--- src/dbxjoy_config.svh ---
`ifndef DBXJOY_CONFIG_SVH
`define DBXJOY_CONFIG_SVH

// Clock enable fires once every 2**DBX_CEN_BITS clocks
`define DBX_CEN_BITS 4

// Data bits in the Neo Geo chain, 12 per pad, player 0 shifted out first
// The reader clocks one extra bit on top of these as the presence sentinel
`define DBX_NEO_BITS 24

// Width of an active-high pad word inside the design
// Bits are right, left, down, up, b1..b5, coin, start, mode
`define DBX_JOY_W 12

`endif

--- src/dbxjoy_pkg.sv ---
`default_nettype none

// Shared types for the joystick front end
package dbxjoy_pkg;

    // ====================
    // Reader sequencers
    // ====================

    // DB9 reader walks player 0 then player 1 through both select phases
    typedef enum logic [2:0] {
        db9_idle,
        db9_hi_settle,
        db9_hi_sample,
        db9_lo_settle,
        db9_lo_sample,
        db9_next
    } db9_state_t;

    // DB15 reader loads the chain once and then clocks it out bit by bit
    typedef enum logic [1:0] {
        db15_idle,
        db15_load,
        db15_clk_lo,
        db15_clk_hi
    } db15_state_t;

    // Which reader currently owns the shared user port
    typedef enum logic [0:0] {
        scan_db9,
        scan_db15
    } scan_sel_t;

endpackage

`default_nettype wire

--- src/db9_reader.sv ---
`timescale 1ns/1ns
`default_nettype none
`include "dbxjoy_config.svh"

// Reads two three-button Mega Drive pads through a DB9 splitter
// split picks the player and sel picks which half of the pad answers
module db9_reader (
    input  logic                  rst,
    input  logic                  clk,
    input  logic                  cen,
    input  logic                  scan_en,
    input  logic [5:0]            din,
    output logic                  split,
    output logic                  sel,
    output logic                  hooked,
    output logic                  sample,
    output logic [`DBX_JOY_W-1:0] joy0,
    output logic [`DBX_JOY_W-1:0] joy1
);
    import dbxjoy_pkg::*;

    // din order is up, down, left, right, B, C and every pin is active low
    db9_state_t              state;
    logic [`DBX_JOY_W-1:0]   work;
    logic [`DBX_JOY_W-1:0]   pad0;
    logic                    pres_cur;
    logic                    pres0;

    // ====================
    // Read sequencer
    // ====================

    // The split register doubles as the current player number during a read
    always_ff @(posedge clk or posedge rst) begin
        if (rst) begin
            state  <= db9_idle;
            split  <= 1'b1;
            sel    <= 1'b1;
            hooked <= 1'b0;
            sample <= 1'b0;
            joy0   <= '0;
            joy1   <= '0;
        end else begin
            sample <= 1'b0;
            if (!scan_en) begin
                // Port belongs to the other reader so park with all pins high
                state <= db9_idle;
                split <= 1'b1;
                sel   <= 1'b1;
            end else if (cen) begin
                case (state)
                    db9_idle: begin
                        split <= 1'b0;
                        sel   <= 1'b1;
                        state <= db9_hi_settle;
                    end
                    db9_hi_settle: state <= db9_hi_sample;
                    db9_hi_sample: begin
                        // With sel high the pad gives directions, B and C
                        work[`DBX_JOY_W-1:6] <= '0;
                        work[5:0] <= {~din[0], ~din[1], ~din[5], ~din[4], ~din[3], ~din[2]};
                        sel   <= 1'b0;
                        state <= db9_lo_settle;
                    end
                    db9_lo_settle: state <= db9_lo_sample;
                    db9_lo_sample: begin
                        // A lands on button 3 and start on bit 10
                        work[6]  <= ~din[1];
                        work[10] <= ~din[0];
                        // A real pad pulls left and right low in this phase
                        pres_cur <= ~din[3] & ~din[2];
                        sel      <= 1'b1;
                        state    <= db9_next;
                    end
                    db9_next: begin
                        if (!split) begin
                            pad0  <= work;
                            pres0 <= pres_cur;
                            split <= 1'b1;
                            state <= db9_hi_settle;
                        end else begin
                            // Both players done, publish and hold until the next round
                            joy0   <= pad0;
                            joy1   <= work;
                            hooked <= pres0 | pres_cur;
                            sample <= 1'b1;
                            state  <= db9_idle;
                        end
                    end
                    default: state <= db9_idle;
                endcase
            end
        end
    end

endmodule

`default_nettype wire

--- src/db15_reader.sv ---
`timescale 1ns/1ns
`default_nettype none
`include "dbxjoy_config.svh"

// Reads two Neo Geo pads held in the shift-register chain of a DB15 adapter
module db15_reader (
    input  logic                  rst,
    input  logic                  clk,
    input  logic                  cen,
    input  logic                  scan_en,
    input  logic                  din,
    output logic                  loadb,
    output logic                  joy_clk,
    output logic                  hooked,
    output logic                  sample,
    output logic [`DBX_JOY_W-1:0] joy0,
    output logic [`DBX_JOY_W-1:0] joy1
);
    import dbxjoy_pkg::*;

    // One count per data bit plus the sentinel
    localparam int CNT_W = $clog2(`DBX_NEO_BITS + 2);
    localparam logic [CNT_W-1:0] CNT_LAST = CNT_W'(`DBX_NEO_BITS + 1);

    db15_state_t              state;
    logic [CNT_W-1:0]         bit_cnt;
    // First bit out ends in bit 0, the sentinel ends on top
    logic [`DBX_NEO_BITS:0]   shreg;

    // ====================
    // Chain sequencer
    // ====================

    always_ff @(posedge clk or posedge rst) begin
        if (rst) begin
            state   <= db15_idle;
            loadb   <= 1'b1;
            joy_clk <= 1'b1;
            bit_cnt <= '0;
            hooked  <= 1'b0;
            sample  <= 1'b0;
            joy0    <= '0;
            joy1    <= '0;
        end else begin
            sample <= 1'b0;
            if (!scan_en) begin
                state   <= db15_idle;
                loadb   <= 1'b1;
                joy_clk <= 1'b1;
            end else if (cen) begin
                case (state)
                    db15_idle: begin
                        // Parallel load lasts one full cen period
                        loadb   <= 1'b0;
                        joy_clk <= 1'b0;
                        bit_cnt <= '0;
                        state   <= db15_load;
                    end
                    db15_load: begin
                        loadb <= 1'b1;
                        state <= db15_clk_lo;
                    end
                    db15_clk_lo: begin
                        // Take din as it stands just before the rising edge
                        joy_clk <= 1'b1;
                        shreg   <= {din, shreg[`DBX_NEO_BITS:1]};
                        bit_cnt <= bit_cnt + CNT_W'(1);
                        state   <= db15_clk_hi;
                    end
                    db15_clk_hi: begin
                        joy_clk <= 1'b0;
                        if (bit_cnt == CNT_LAST) begin
                            joy0   <= ~shreg[`DBX_JOY_W-1:0];
                            joy1   <= ~shreg[2*`DBX_JOY_W-1:`DBX_JOY_W];
                            // Adapter drives the sentinel low, an empty port floats high
                            hooked <= ~shreg[`DBX_NEO_BITS];
                            sample <= 1'b1;
                            state  <= db15_idle;
                        end else begin
                            state <= db15_clk_lo;
                        end
                    end
                    default: state <= db15_idle;
                endcase
            end
        end
    end

endmodule

`default_nettype wire

--- src/joy_merge.sv ---
`timescale 1ns/1ns
`default_nettype none
`include "dbxjoy_config.svh"

// Picks the reader with hardware attached and packs it into core joystick words
module joy_merge (
    input  logic                  clk,
    input  logic                  rst,
    input  logic                  db9_hooked,
    input  logic                  db15_hooked,
    input  logic [`DBX_JOY_W-1:0] db9_joy0,
    input  logic [`DBX_JOY_W-1:0] db9_joy1,
    input  logic [`DBX_JOY_W-1:0] db15_joy0,
    input  logic [`DBX_JOY_W-1:0] db15_joy1,
    input  logic [15:0]           usb0,
    input  logic [15:0]           usb1,
    output logic [15:0]           joystick_0,
    output logic [15:0]           joystick_1,
    output logic [5:0]            joy_raw,
    output logic                  user_osd
);
    logic [`DBX_JOY_W-1:0] sel_joy0;
    logic [`DBX_JOY_W-1:0] sel_joy1;

    // Core layout puts start on 6, coin on 7 and mode or start+B on 8
    function automatic logic [15:0] pack_joy(input logic [`DBX_JOY_W-1:0] pad);
        return {7'd0, pad[11] | (pad[10] & pad[5]), pad[9], pad[10], pad[5:0]};
    endfunction

    // ====================
    // Selection stage
    // ====================

    // DB15 wins over DB9, nothing attached gives zero words
    always_ff @(posedge clk or posedge rst) begin
        if (rst) begin
            sel_joy0 <= '0;
            sel_joy1 <= '0;
        end else if (db15_hooked) begin
            sel_joy0 <= db15_joy0;
            sel_joy1 <= db15_joy1;
        end else if (db9_hooked) begin
            sel_joy0 <= db9_joy0;
            sel_joy1 <= db9_joy1;
        end else begin
            sel_joy0 <= '0;
            sel_joy1 <= '0;
        end
    end

    // Output stage, usb words enter here so they see a single clock of delay
    always_ff @(posedge clk or posedge rst) begin
        if (rst) begin
            joystick_0 <= '0;
            joystick_1 <= '0;
            joy_raw    <= '0;
            user_osd   <= 1'b0;
        end else begin
            joystick_0 <= pack_joy(sel_joy0) | usb0;
            joystick_1 <= pack_joy(sel_joy1) | usb1;
            joy_raw    <= sel_joy0[5:0] | sel_joy1[5:0];
            // Start together with button 3 on player 0 opens the OSD
            user_osd   <= sel_joy0[10] & sel_joy0[6];
        end
    end

endmodule

`default_nettype wire

--- src/dbxjoy_top.sv ---
`timescale 1ns/1ns
`default_nettype none
`include "dbxjoy_config.svh"

// Joystick front end on the 8-pin user port, DB9 and DB15 readers take turns
module dbxjoy_top (
    input  logic        rst,
    input  logic        clk,
    input  logic [7:0]  user_in,
    input  logic [15:0] joystick_0_usb,
    input  logic [15:0] joystick_1_usb,
    output logic [15:0] joystick_0,
    output logic [15:0] joystick_1,
    output logic [5:0]  joy_raw,
    output logic        user_osd,
    output logic [7:0]  user_out
);
    import dbxjoy_pkg::*;

    logic [`DBX_CEN_BITS-1:0] cen_cnt;
    logic                     cen;
    scan_sel_t                scan;
    logic                     db9_split, db9_sel, db9_hooked, db9_sample;
    logic                     db15_loadb, db15_clk, db15_hooked, db15_sample;
    logic [`DBX_JOY_W-1:0]    db9_joy0, db9_joy1, db15_joy0, db15_joy1;
    logic [5:0]               db9_din;

    // ====================
    // Clock enable and scan
    // ====================

    always_ff @(posedge clk or posedge rst) begin
        if (rst) begin
            cen_cnt <= '0;
            cen     <= 1'b0;
        end else begin
            cen_cnt <= cen_cnt + {{(`DBX_CEN_BITS-1){1'b0}}, 1'b1};
            cen     <= &cen_cnt;
        end
    end

    // Ownership passes over each time a reader finishes a full round
    always_ff @(posedge clk or posedge rst) begin
        if (rst)
            scan <= scan_db9;
        else if (db9_sample || db15_sample)
            scan <= (scan == scan_db9) ? scan_db15 : scan_db9;
    end

    // Pin 0 is shared, an idle reader holds its side high so the other controls it
    assign user_out = {3'b111, db9_split, 2'b11, db15_clk, db9_sel & db15_loadb};
    assign db9_din  = {user_in[6], user_in[3], user_in[5], user_in[7], user_in[1], user_in[2]};

    db9_reader u_db9 (
        .rst(rst), .clk(clk), .cen(cen), .scan_en(scan == scan_db9),
        .din(db9_din), .split(db9_split), .sel(db9_sel),
        .hooked(db9_hooked), .sample(db9_sample), .joy0(db9_joy0), .joy1(db9_joy1)
    );

    db15_reader u_db15 (
        .rst(rst), .clk(clk), .cen(cen), .scan_en(scan == scan_db15),
        .din(user_in[5]), .loadb(db15_loadb), .joy_clk(db15_clk),
        .hooked(db15_hooked), .sample(db15_sample), .joy0(db15_joy0), .joy1(db15_joy1)
    );

    joy_merge u_merge (
        .clk(clk), .rst(rst), .db9_hooked(db9_hooked), .db15_hooked(db15_hooked),
        .db9_joy0(db9_joy0), .db9_joy1(db9_joy1), .db15_joy0(db15_joy0),
        .db15_joy1(db15_joy1), .usb0(joystick_0_usb), .usb1(joystick_1_usb),
        .joystick_0(joystick_0), .joystick_1(joystick_1), .joy_raw(joy_raw),
        .user_osd(user_osd)
    );

endmodule

`default_nettype wire

--- config.mk ---
export PLATFORM = sky130hd
export DESIGN_NAME = dbxjoy_top
export DESIGN_NICKNAME = d
export VERILOG_FILES = /design/src/dbxjoy_pkg.sv /design/src/db9_reader.sv /design/src/db15_reader.sv /design/src/joy_merge.sv /design/src/dbxjoy_top.sv
export VERILOG_INCLUDE_DIRS = /design/src
export SDC_FILE = /design/constraint.sdc
export NUM_CORES = 1
export LEC_CHECK = 0
export BUFFER_PORTS_ARGS = -buffer_cell sky130_fd_sc_hd__buf_2
export CAP_MARGIN = 40
export CORE_MARGIN = 2
export CORE_UTILIZATION = 50
export DETAILED_ROUTE_END_ITERATION = 16
export PLACE_DENSITY_LB_ADDON = 0.1
export SLEW_MARGIN = 20
export SYNTH_ARGS = -nofsm -noshare
export SYNTH_HDL_FRONTEND = slang
export SYNTH_SLANG_ARGS = --single-unit
--- constraint.sdc ---
create_clock -name clk -period 6.8 [get_ports clk]
set_input_delay 1.36 -clock clk [delete_from_list [all_inputs] [get_ports clk]]
set_output_delay 1.36 -clock clk [all_outputs]
set_load 0.02 [all_outputs]
==> flow_metrics.py <==
metrics = {
    "cts": {
        "cts-root-buf": "clkbuf_16",
        "cts_tree": "built",
        "cts_sinks": 159,
        "cts-buffers-inserted": 17,
        "postCtsSetupRepairBufs": 0,
        "post_cts_resized": 0,
        "ctsHoldBuffers": 0,
        "clock_path_buffers": 2,
        "clk_latency_ps": 410,
        "clk_pin_slew_ps": 60,
        "htreeDepth": 4,
    },
    "timing": {
        "max_freq_mhz": 381.5,
        "final_hold_viol_count": 0,
        "tns_ps": 0,
        "finalCritPeriodShare": 0.3855,
        "relSlewSlack": 0.6159,
        "fin_skew_ps": 8.683,
        "setup_violations": 0,
        "rsz0062_at_grt": "no",
        "final-max-slew-violation-count": 0,
        "min_period_ps": 2621,
        "whs_ps": 408.6,
        "tightestPinTransition_ps": 576.1,
    },
    "hold_path": {
        "hold_class": "register to register",
        "worstHoldStart": "u_db15.shreg[8]",
    },
    "global_routing": {
        "grt_use_total": 0.1615,
        "grt_max_degree": 48,
        "grt_pass1_vias": 3238,
        "antenna_found_initial": 0,
        "overflow": 0,
        "grt_pass1_wl_um": 15480,
    },
    "drt": {
        "via_per_inst": 5.052,
        "vias": 3314,
        "drc_errors": 0,
        "drtIter0Drc": 184,
        "totalWireLength_um": 9317,
        "wl_per_cell_um": 14.20,
        "first_pass_iters": 4,
        "ant_nets": 0,
    },
    "floorplanning": {
        "die_w_um": 111.6,
        "dieArea_um2": 12440,
        "dieHeight_um": 111.6,
        "boundaryPins": 89,
        "fp.coreArea_um2": 11370,
        "initial_core_util": 0.5087,
        "fp-row-count": 39,
    },
    "logic_synthesis": {
        "synth_largest_area_cell": "dfrtp_1",
        "avgSynthCellArea_um2": 13.87,
        "synth_top_area_frac": 0.4845,
        "synthesis.area_um2": 5784,
        "syn_inst": 417,
        "async_reset_ff_frac": 0.7296,
        "synth.top_cells.by_area": "dfrtp_1 (48%), edfxtp_1 (22%), o21ai_0 (3.9%), nand2_1 (2.8%), o31ai_1 (2.6%)",
        "synth_edf_count": 43,
        "synth.distinct_cells": 42,
        "yosysSeqAreaShare": 0.7259,
        "yosys-top-cells-count": "dfrtp_1 (112), o21ai_0 (45), edfxtp_1 (43), nand2_1 (43), or2_2 (22)",
        "ys_ff_latch": 159,
        "yosysWarnings": 0,
        "synth_ff_type": "dfrtp_1",
        "post-synth-top-count-cell": "dfrtp_1",
    },
    "setup_path": {
        "required_ps": 6920,
        "r2r_start": "cen",
        "worstSetupPathType": "input pin to register",
        "cp-end-kind": "register",
        "cp-startpoint": "rst",
        "cp_max_fo": 37,
        "cp.arrival_ps": 2740,
        "critPathLaunchType": "input pin",
    },
    "power_and_ir_drop": {
        "vdd_drop_max_uv": 203.0,
        "power.density_nw_per_um2": 272.2,
        "leakagePower_nw": 3.095,
    },
    "layout": {
        "nNetsFinal": 550,
        "area_growth_pct": 18.00,
        "seq_area_um2": 4199,
        "multiInputGateArea_um2": 1388,
        "nFillCells": 949,
        "final_layout_size_suffix_gt1_frac": 0.3080,
        "insertedDiodeCount": 0,
    },
    "place": {
        "portBuffers": 81,
        "hpwlAfterDp_um": 5952,
        "gp_congestion": 0.7891,
    },
    "run": {
        "maxCapViolCount": 0,
    },
    "run_status": {
        "status": "completed",
    },
}
[per-stage QoR]
| step | setup WS (ps) | util | area (um2) | cells | power (mW) |
|---|---|---|---|---|---|
| floorplan | 1452 | - | 5799 | 421 | 1.045 |
| global placement | 3597 | 0.5509 | 6264 | 622 | 1.068 |
| detailed placement | 3720 | 0.5562 | 6324 | 625 | 1.071 |
| CTS | 4165 | 0.6003 | 6825 | 656 | 1.885 |
| global route | 3953 | 0.6003 | 6825 | 656 | 1.930 |
| finish | 4179 | 0.6003 | 6825 | 656 | 1.858 |
[kinds of logic (layout without fill, tap and decap cells)]
group,after synthesis,in the layout,share of synthesized area
AND/OR/NAND/NOR,106,106,0.09345
buffers and inverters,42,134,0.03720
multiplexers,16,16,0.03613
other,1,5,0.0006483
flip-flops,159,159,0.7259
AO/OA/AOI/OAI,83,83,0.08696
adder cells (fa/ha/maj),7,7,0.01514
XOR/XNOR,3,3,0.004543
[path summary, 6_finish.rpt]
path	endpoint	slack [ps]	cells after the start
min in group asynchronous	u_db15.bit_cnt[4]	980	2
max	u_db9.work[2]	4180	5
max reg2reg	u_db9.work[2]	4750	4
max in group asynchronous	u_db9.split	4690	4
min reg2reg	u_db15.shreg[7]	410	0
min	u_db15.shreg[7]	410	0
[placed cells by master (no fill, tap or decap), types with 8 or more instances in the layout]
cell type	instances
inv_1	13
o31ai_1	20
mux2_4	8
buf_2	82
nand2_1	43
dfrtp_1	112
edfxtp_1	43
clkbuf_16	17
o21ai_0	45
clkbuf_1	9
or2_2	22
[per-layer routing]
metal,track usage,vias up,routed length (um)
li1,-,1593,-
met1,0.2150,1624,4266
met2,0.2431,83,4391
met3,0.04845,14,465
met4,0.08313,0,193
met5,0,-,0
[state kept, by name, indices dropped and copies added, names as in the netlist, 8 cells and up]
register / count
u_merge.joystick_1: 16
u_db9.joy0: 8
u_db9.pad0: 8
u_db9.work: 8
u_db15.joy0: 10
u_db15.shreg: 25
u_merge.joystick_0: 16
u_merge.sel_joy1: 9
u_db15.joy1: 9
u_merge.sel_joy0: 10
[critical path: stages]
cell and delay (ps):
buf_2 130, inv_4 330, nand2_1 190, nor3_1 480, buf_2 250
[power by group]
group          switching [mW]  total, mW  internal (mW)
Sequential            0.00299      0.994          0.991
Clock                   0.324      0.806          0.482
Combinational          0.0369     0.0571         0.0202
[final cells by class]
class | count | area share
clock buffers | 28 | 0.07131
clock inverters | 3 | 0.002200
inverters | 14 | 0.008066
multi-input cells | 220 | 0.2033
flip-flops and latches | 159 | 0.6152
well taps | 143 | 0.02621
repair buffers | 89 | 0.07369
(Power assumes the default switching activity.)
